$ cat config.mk
export PLATFORM = sky130hd
export DESIGN_NAME = frame_builder
export DESIGN_NICKNAME = d
export VERILOG_FILES = /design/src/common/ofm_pkg.sv /design/src/source/frame_builder.sv
export SDC_FILE = /design/constraint.sdc
export NUM_CORES = 1
export LEC_CHECK = 0
export ABC_AREA = 1
export BUFFER_PORTS_ARGS = -buffer_cell sky130_fd_sc_hd__buf_4
export CAP_MARGIN = 20
export CORE_MARGIN = 3
export CORE_UTILIZATION = 45
export DETAILED_ROUTE_END_ITERATION = 7
export GPL_TIMING_DRIVEN = 0
export PLACE_DENSITY = 0.91
export SYNTH_ARGS = -nofsm -noshare
export SYNTH_HDL_FRONTEND = slang
export SYNTH_SLANG_ARGS = --single-unit
export TNS_END_PERCENT = 100
$ cat constraint.sdc
create_clock -name tx_clk -period 2.8 [get_ports tx_clk]
set_clock_uncertainty 0.2 [all_clocks]
set_input_delay 0.28 -clock tx_clk [delete_from_list [all_inputs] [get_ports tx_clk]]
set_output_delay 0.28 -clock tx_clk [all_outputs]
set_load 0.02 [all_outputs]
$ cat src/common/ofm_pkg.sv
// ~~~~~~~~~~~~~~~~~~~~~~~~~~~~~~~~~~~~~~~~
// outbound frame buffer definitions
// ~~~~~~~~~~~~~~~~~~~~~~~~~~~~~~~~~~~~~~~~
`default_nettype none

package ofm_pkg;

   // payload beat
   localparam int BEAT_W     = 64;
   localparam int KEEP_W     = 8;
   localparam int KEEP_SEL_W = $clog2(KEEP_W);

   // transmit word, last / keep / data from msb down
   localparam int TX_W        = 73;
   localparam int TX_KEEP_LSB = BEAT_W;
   localparam int TX_LAST_BIT = BEAT_W + KEEP_W;

   // descriptor fields
   localparam int CTRL_W        = 17;
   localparam int DESC_LEN_LSB  = 0;
   localparam int DESC_LEN_MSB  = 15;
   localparam int DESC_LEN_W    = DESC_LEN_MSB - DESC_LEN_LSB + 1;
   localparam int DESC_DROP_BIT = 16;
   // beats per frame, length rounded up
   localparam int BCNT_W        = DESC_LEN_W - KEEP_SEL_W + 1;

   // fifo depths as address bits
   localparam int CTRL_AW = 8;
   localparam int DATA_AW = 9;
   localparam int TX_AW   = 9;

   // almost-full thresholds in entries
   localparam int CTRL_AFULL_LVL = 248;
   localparam int DATA_AFULL_LVL = 496;
   localparam int TX_AFULL_LVL   = 500;

   // frame builder states
   localparam logic [1:0] FB_IDLE   = 2'd0;
   localparam logic [1:0] FB_LOAD   = 2'd1;
   localparam logic [1:0] FB_STREAM = 2'd2;

endpackage

`default_nettype wire

$ cat src/source/frame_builder.sv
// ~~~~~~~~~~~~~~~~~~~~~~~~~~~~~~~~~~~~~~~~
// transmit frame builder
// ~~~~~~~~~~~~~~~~~~~~~~~~~~~~~~~~~~~~~~~~
`timescale 1ns/10ps
`default_nettype none

module frame_builder
   import ofm_pkg::*;
(
   input  wire logic              tx_clk,
   input  wire logic              rst,
   // descriptor fifo
   input  wire logic [CTRL_W-1:0] ctrl_fifo_rdata,
   input  wire logic              ctrl_fifo_empty,
   output logic                   ctrl_fifo_rden,
   // payload fifo
   input  wire logic [BEAT_W-1:0] data_fifo_rdata,
   input  wire logic              data_fifo_empty,
   output logic                   data_fifo_rden,
   // transmit fifo
   input  wire logic              tx_fifo_afull,
   output logic      [TX_W-1:0]   tx_fifo_wdata,
   output logic                   tx_fifo_wren
);

   logic [1:0]            state;
   logic [BCNT_W-1:0]     beats_left;
   logic                  drop_q;
   logic [KEEP_W-1:0]     last_keep;
   logic [DESC_LEN_W-1:0] desc_len;
   logic [DESC_LEN_W:0]   len_round;
   logic [KEEP_SEL_W-1:0] len_tail;
   logic                  beat_take;
   logic                  last_beat;

   // descriptor decode
   assign desc_len  = ctrl_fifo_rdata[DESC_LEN_MSB:DESC_LEN_LSB];
   assign len_round = {1'b0, desc_len} + (DESC_LEN_W + 1)'(KEEP_W - 1);
   assign len_tail  = desc_len[KEEP_SEL_W-1:0];

   // pop requests leave ungated
   // the buffer block gates them with not empty
   assign ctrl_fifo_rden = (state == FB_LOAD);
   assign data_fifo_rden = (state == FB_STREAM) && !tx_fifo_afull;
   // a beat actually leaves the data fifo
   assign beat_take      = data_fifo_rden && !data_fifo_empty;
   assign last_beat      = (beats_left == BCNT_W'(1));

   // dropped frames are drained but not written
   assign tx_fifo_wren                              = beat_take && !drop_q;
   assign tx_fifo_wdata[BEAT_W-1:0]                 = data_fifo_rdata;
   assign tx_fifo_wdata[TX_LAST_BIT-1:TX_KEEP_LSB] = last_beat ? last_keep : '1;
   assign tx_fifo_wdata[TX_LAST_BIT]                = last_beat;

   always_ff @(posedge tx_clk) begin
      if (rst) begin
         state <= FB_IDLE;
      end else begin
         case (state)
            FB_IDLE: begin
               if (!ctrl_fifo_empty) begin
                  state <= FB_LOAD;
               end
            end
            FB_LOAD: begin
               state <= FB_STREAM;
            end
            FB_STREAM: begin
               // chain straight into the next descriptor if one waits
               if (beat_take && last_beat) begin
                  state <= ctrl_fifo_empty ? FB_IDLE : FB_LOAD;
               end
            end
            default: begin
               state <= FB_IDLE;
            end
         endcase
      end
   end

   always_ff @(posedge tx_clk) begin
      if (rst) begin
         drop_q <= 1'b0;
      end else if (state == FB_LOAD) begin
         drop_q <= ctrl_fifo_rdata[DESC_DROP_BIT];
      end
   end

   // beat counter and final keep
   always_ff @(posedge tx_clk) begin
      if (state == FB_LOAD) begin
         beats_left <= len_round[DESC_LEN_W:KEEP_SEL_W];
         // all lanes when the length is a multiple of 8
         last_keep  <= (len_tail == '0) ? '1 : ~({KEEP_W{1'b1}} << len_tail);
      end else if (beat_take) begin
         beats_left <= beats_left - BCNT_W'(1);
      end
   end

   // writer must never post a zero length descriptor
   a_len_nonzero: assert property (@(posedge tx_clk) disable iff (rst)
      (state == FB_LOAD) |-> (desc_len != '0));

endmodule

`default_nettype wire

==> results of run 1 <==
[sequential cells by signal, summed over array words and instances, names as in the netlist]
name,cells
last_keep,8
beats_left,14
state,2
drop_q,1
[path summary, 6_finish.rpt]
path / start / end / slack, ns / depth (start not counted)
setup reg to reg: state[0]$_SDFFE_PP0P_ / beats_left[9]$_DFFE_PP_ / 0.90 / 5
setup / recovery: beats_left[1]$_DFFE_PP_ / tx_fifo_wdata[72] / 0.42 / 6
hold / removal: ctrl_fifo_rdata[16] / drop_q$_SDFFE_PP0P_ / 0.02 / 3
hold reg to reg: state[0]$_SDFFE_PP0P_ / state[0]$_SDFFE_PP0P_ / 0.29 / 3
[critical path, delay by kind of cell, from the launching register on]
| kind | cells | cell delay [ns] |
|---|---|---|
| adders and majority gates | 1 | 0.18 |
| buffers and inverters | 3 | 0.42 |
| DFF | 1 | 0.42 |
| and+or+nand+nor | 2 | 0.61 |
[metrics by stage]
| step | std cells | power (mW) | worst slack, ns | instance area (um2) | hold WS, ns |
|---|---|---|---|---|---|
| after floorplan | 337 | 0.699 | 0.948 | 2300 | 0.149 |
| after global placement | 501 | 0.825 | 0.713 | 3110 | 0.246 |
| after detailed placement | 501 | 0.837 | 0.704 | 3110 | 0.249 |
| after CTS | 506 | 1.05 | 0.404 | 3170 | 0.0260 |
| after global routing | 506 | 1.10 | 0.305 | 3170 | 0.0445 |
| final | 506 | 1.05 | 0.420 | 3170 | 0.0212 |
[kinds of logic after synthesis]
logic type / synth area share
and+or+nand+nor: 0.316
buffers and inverters: 0.291
DFF: 0.314
AOI/OAI and AO/OA: 0.0599
xor gates and xnor gates: 0.00762
adders and majority gates: 0.0109
other: 0.00163
[metal layers]
layer / vias to the layer above / GRT usage / wire (um)
met5: - / 0 / 0
met1: 1032 / 0.195 / 1990
met2: 106 / 0.358 / 3200
li1: 1193 / - / -
met3: 10 / 0.0325 / 503
met4: 0 / 0.0534 / 72
[final cells by class]
class                           instances  area (um2)  share of cell area
Multi-Input combinational cell        201         910               0.287
Tap cell                               67        83.8              0.0265
Buffer                                 69         510               0.161
Timing Repair Buffer                   98         738               0.233
Clock buffer                            3        41.3              0.0130
Clock inverter                          1        5.00             0.00158
Inverter                               42         158              0.0498
Sequential cell                        25         721               0.228
[placed cells by master, fill, tap and decap left out, drive strengths merged]
cell	n
nand2	96
nor4	1
nand3	29
o21a	1
nand3b	1
ha	2
edfxtp	22
nor2	40
o21ai	11
nor3	2
o21bai	4
a21oi	5
xor2	1
inv	42
conb	1
o22ai	2
xnor2	1
a21boi	1
buf	166
clkinv	1
nand4	3
dfxtp	3
clkbuf	3
dlygate4sd3	1
[power by group through the flow]
stage | Clock (mW) | Combinational (mW) | Sequential [mW]
global placement | 0 | 0.363 | 0.462
CTS | 0.217 | 0.376 | 0.455
floorplan | 0 | 0.240 | 0.458
global route | 0.237 | 0.408 | 0.458
finish | 0.219 | 0.373 | 0.455
detailed placement | 0 | 0.373 | 0.463
==> results.toml, run 1 <==
[floorplanning]
core-area_um2 = 4820
ios = 162
dieArea_um2 = 6000
initial_core_util = 0.477
die_y_um = 77.5
rows = 25
dieWidth_um = 77.5

[run_status]
status = "finished clean"

[timing]
fmax_mhz = 420
period_needed_ns = 2.38
slew_viol_final = 0
setup_viol = 0
period_share = 0.850
slew_headroom = 0.579
worstMarginPinSlew_ns = 0.630
finalSetupTns_ns = 0
finalHoldViolations = 0
grt_setup_unrepaired = "no"

[logic_synthesis]
netlist.area_leader.share = 0.287
yosysSeqAreaShare = 0.314
ys_seq_elements = 25
synth_nets = 425
syn_avg_cell_area_um2 = 6.82
synthArstFlopShare = 0
syn-instance-count = 337
syn-cell-area_um2 = 2300
ys_warn_count = 0
yosys.cell_types.count = 26
synth.top_cells.by_area = "edfxtp_1, buf_4, nand2_1"
synth_edf_count = 22
synth.most_common_cell = "nand2_1"
synth.cells.most_frequent = "nand2_1, buf_4, inv_1"
synth_top_cell_by_area = "edfxtp_1"
synthFlopType = "edfxtp_1"

[layout]
drive_gt1_frac = 0.399
areaGrowthSynthToFinish_pct = 37.8
diodes = 0
fill_cells = 461
nets = 528
final_core_utilization = 0.657

[global_routing]
grt_max_degree = 19
grt_overflow = 0
grt_first_pass_wirelength_um = 9070
grt_use_total = 0.182
grt_pass1_vias = 2145
antenna_found_initial = 0

[cts]
cts_setup_buffers = 0
cts.hold.buffers_added = 1
clockBufferDepth = 2
clock_sinks = 25
cts_root_buf = "clkbuf_8"
htreeDepth = 1
clk_pin_slew_ns = 0.09
post_cts_resized = 0
numCtsBuffers = 3
cts_tree = "done"
clk_latency_ns = 0.28

[detailed_routing]
drc = 0
routed_wirelength_um = 5760
vias_per_cell = 4.63
routedWlPerCell_um = 11.4
ant_nets = 0
drt-pass1-iter-count = 4
vias = 2341
drtIter0Drc = 144

[power_and_ir_drop]
clock_power_share = 0.209
ir_drop_mv = 0.202
powerDensity_nw_per_um2 = 331
p_sw_uw = 330
p_comb_frac = 0.356
swShare = 0.315
pwr-share-seq = 0.434
p_int_uw = 717
p_leak_nw = 1.66

[worst_setup_path]
required_ns = 2.32
critical_path.max_fanout = 9
critPathKind = "register to output port"
crit_chain = "inv_1 -> ha_1 -> nand3_1 -> nor4_4 -> buf_4 -> buf_4"
max_stage_delay_ns = 0.49
startpoint_type = "register"
crit_arrival_ns = 1.90
cp_slowest_cell = "nor4_4"
cp_common_cell = "buf_4"
critPathCaptureType = "output port"

[job]
cap_violations = 0

[placement]
portBuffers = 97
hpwlAfterDp_um = 4970
place_congestion = 0.905

[worst_hold_path]
min_path_type = "input port to register"
No activity file was read; power rests on OpenSTA's default activity.
==> run 2: changes to the inputs <==
--- a/config.mk
+++ b/config.mk
@@ -5,14 +5,14 @@
 export SDC_FILE = /design/constraint.sdc
 export NUM_CORES = 1
 export LEC_CHECK = 0
-export ABC_AREA = 1
+export ABC_AREA = 0
 export BUFFER_PORTS_ARGS = -buffer_cell sky130_fd_sc_hd__buf_4
 export CAP_MARGIN = 20
 export CORE_MARGIN = 3
-export CORE_UTILIZATION = 45
+export CORE_UTILIZATION = 40
 export DETAILED_ROUTE_END_ITERATION = 7
 export GPL_TIMING_DRIVEN = 0
-export PLACE_DENSITY = 0.91
+export PLACE_DENSITY = 0.85
 export SYNTH_ARGS = -nofsm -noshare
 export SYNTH_HDL_FRONTEND = slang
 export SYNTH_SLANG_ARGS = --single-unit
==> constraint.sdc (replaced) <==
create_clock -name tx_clk -period 2.4 [get_ports tx_clk]
set_clock_uncertainty 0.2 [all_clocks]
set_input_delay 0.24 -clock tx_clk [delete_from_list [all_inputs] [get_ports tx_clk]]
set_output_delay 0.24 -clock tx_clk [all_outputs]
set_load 0.02 [all_outputs]
==> run 2 against run 1 <==
- the flow now finishes with violations (negative setup slack)
- first-iteration DRC count fell by 18%
- non-clock buffer count rose by 11
- via count fell by 20%
- clock power rose by 18%
- synthesized cell count fell by 34%
- routed wire length fell by 6.1%
- utilization fell by 1.6 points
- final area fell by 1.2%
- sequential share of layout area rose by 0.27 points
- cell count fell by 21%
- flip-flop and latch count did not move
- sequential power rose by 18%
==> results.toml, run 2 <==
[layout]
final_common_cell = "buf_4"
fill_cells = 422
reg_top3 = "beats_left: 14 flops, last_keep: 8 flops, state: 2 flops"
drive_gt1_frac = 0.594
fin_area_um2 = 3130
largest_register = "beats_left"
seq_area_um2 = 721
multi_input_comb_area_um2 = 877
nets = 424
areaGrowthSynthToFinish_pct = 50.2
largest_reg_flops = 14
diodes = 0
final_cell_mix = "buf_4, edfxtp_1, nand2_1"

[global_routing]
grt_first_pass_wirelength_um = 7670
grt_max_degree = 18
grt_use_total = 0.155
grt_overflow = 0
antenna_found_initial = 0
grt_pass1_vias = 1780

[detailed_routing]
ant_nets = 0
vias = 1872
routed_wirelength_um = 5410
drc = 0
drt-pass1-iter-count = 4
routedWlPerCell_um = 13.4
drtIter0Drc = 118
vias_per_cell = 4.66

[timing]
period_share = 1.00
worstMarginPinSlew_ns = 0.573
fmax_mhz = 415
finalSetupTns_ns = -0.00778
period_needed_ns = 2.41
whs_ns = 0.000450
finalHoldViolations = 0
slew_viol_final = 0
slew_headroom = 0.617
setup_viol = 1
grt_setup_unrepaired = "yes"
fin_ws_ns = -0.00778

[cts]
clock_sinks = 25
numCtsBuffers = 3
clk_pin_slew_ns = 0.09
cts_tree = "done"
cts_root_buf = "clkbuf_8"
clk_latency_ns = 0.28
htreeDepth = 1
clockBufferDepth = 2

[worst_setup_path]
required_ns = 1.96
crit_arrival_ns = 1.97
critPathCaptureType = "output port"
critical_path.max_fanout = 5
ff2ff_path_depth = 7
startpoint_type = "register"
critPathKind = "register to output port"

[placement]
place_congestion = 0.782
hpwlAfterDp_um = 4040
placed_area_um2 = 2870
portBuffers = 94

[power_and_ir_drop]
p_leak_nw = 1.44
ir_drop_mv = 0.236
powerDensity_nw_per_um2 = 391

[logic_synthesis]
synthArstFlopShare = 0
synth_top_cell_by_area = "edfxtp_1"
ys_warn_count = 0
synth.most_common_cell = "buf_4"
yosys.cell_types.count = 36
ys_seq_elements = 25
syn-cell-area_um2 = 2080
synth_nets = 312
synth.top_cells.by_area = "edfxtp_1, buf_4, xnor2_1"
syn-instance-count = 224
yosysSeqAreaShare = 0.346
synth_edf_count = 22
synth.cells.most_frequent = "buf_4, edfxtp_1, nand2_1"
syn_avg_cell_area_um2 = 9.30
netlist.area_leader.share = 0.317
synthFlopType = "edfxtp_1"

[floorplanning]
dieWidth_um = 78.2
rows = 25
die_y_um = 78.2
dieArea_um2 = 6110
initial_core_util = 0.427
ios = 162
core-area_um2 = 4880

[worst_hold_path]
hold_depth = 3
min_path_type = "input port to register"

[run_status]
status = "finished, violations left"
failed_checks = "negative setup slack"

[job]
cap_violations = 0
[run 2: repair_timing]
item / CTS / global route
gates resized for setup: 3 / 25
cloned: 0 / 1
setup endpoints to repair: 8 / 10
setup buffers: 2 / 7
hold endpoints to repair: 3 / 0
pin swaps: 0 / 3
hold buffers: 3 / 0
[run 2: cell type report]
class                   count  share of cell area
clock inverters             1             0.00160
flip-flops and latches     25               0.230
clock buffers               3              0.0132
plain buffers              71               0.169
inverters                   9              0.0108
well taps                  67              0.0268
multi-input cells         119               0.280
repair buffers            107               0.268
[run 2: logic make-up after synthesis]
logic type               share of synthesized area
AND/OR/NAND/NOR                              0.187
multiplexers                                0.0288
AO/OA/AOI/OAI                               0.0691
flip-flops                                   0.346
buffers and inverters                        0.267
adder cells (fa/ha/maj)                     0.0120
other                                      0.00180
XOR/XNOR                                    0.0883
[run 2: per-stage QoR]
stage / setup slack (ns) / utilization / std cells / power, mW
6_report: -0.00778 / 0.641 / 402 / 1.22
5_1_grt: -0.0616 / 0.641 / 402 / 1.27
4_1_cts: 0.00359 / 0.609 / 394 / 1.20
3_5_place_dp: 0.215 / 0.589 / 385 / 0.944
3_3_place_gp: 0.258 / 0.589 / 385 / 0.931
2_1_floorplan: 0.510 / - / 224 / 0.797
[run 2: worst paths after layout]
kind | start | slack [ns] | endpoint
worst max register to register | beats_left[0]$_DFFE_PP_ | 0.13 | beats_left[10]$_DFFE_PP_
worst min register to register | drop_q$_SDFFE_PP0P_ | 0.26 | drop_q$_SDFFE_PP0P_
worst min-delay path | ctrl_fifo_rdata[16] | 0.0004 | drop_q$_SDFFE_PP0P_
worst max-delay path | beats_left[1]$_DFFE_PP_ | -0.008 | tx_fifo_wdata[66]
[run 2: worst max-delay path, stage by stage (launching register included)]
cell and delay (ns):
edfxtp_1 0.43, inv_2 0.12, ha_4 0.13, nor4b_4 0.17
nand4_1 0.21, buf_2 0.21, or2_2 0.29, buf_6 0.14
[run 2: routing by layer]
| layer | global-route usage | vias to the layer above | part of all wire |
|---|---|---|---|
| li1 | - | 922 | - |
| met1 | 0.169 | 844 | 0.35 |
| met2 | 0.281 | 99 | 0.54 |
| met3 | 0.0321 | 7 | 0.088 |
| met4 | 0.0822 | 0 | 0.019 |
| met5 | 0 | - | 0 |
[run 2: where the power goes]
part / leakage (nW) / total, mW / internal [mW] / switching (mW)
Sequential: 0.228 / 0.536 / 0.511 / 0.0246
Clock: 0.0255 / 0.259 / 0.117 / 0.143
Combinational: 1.19 / 0.429 / 0.222 / 0.207
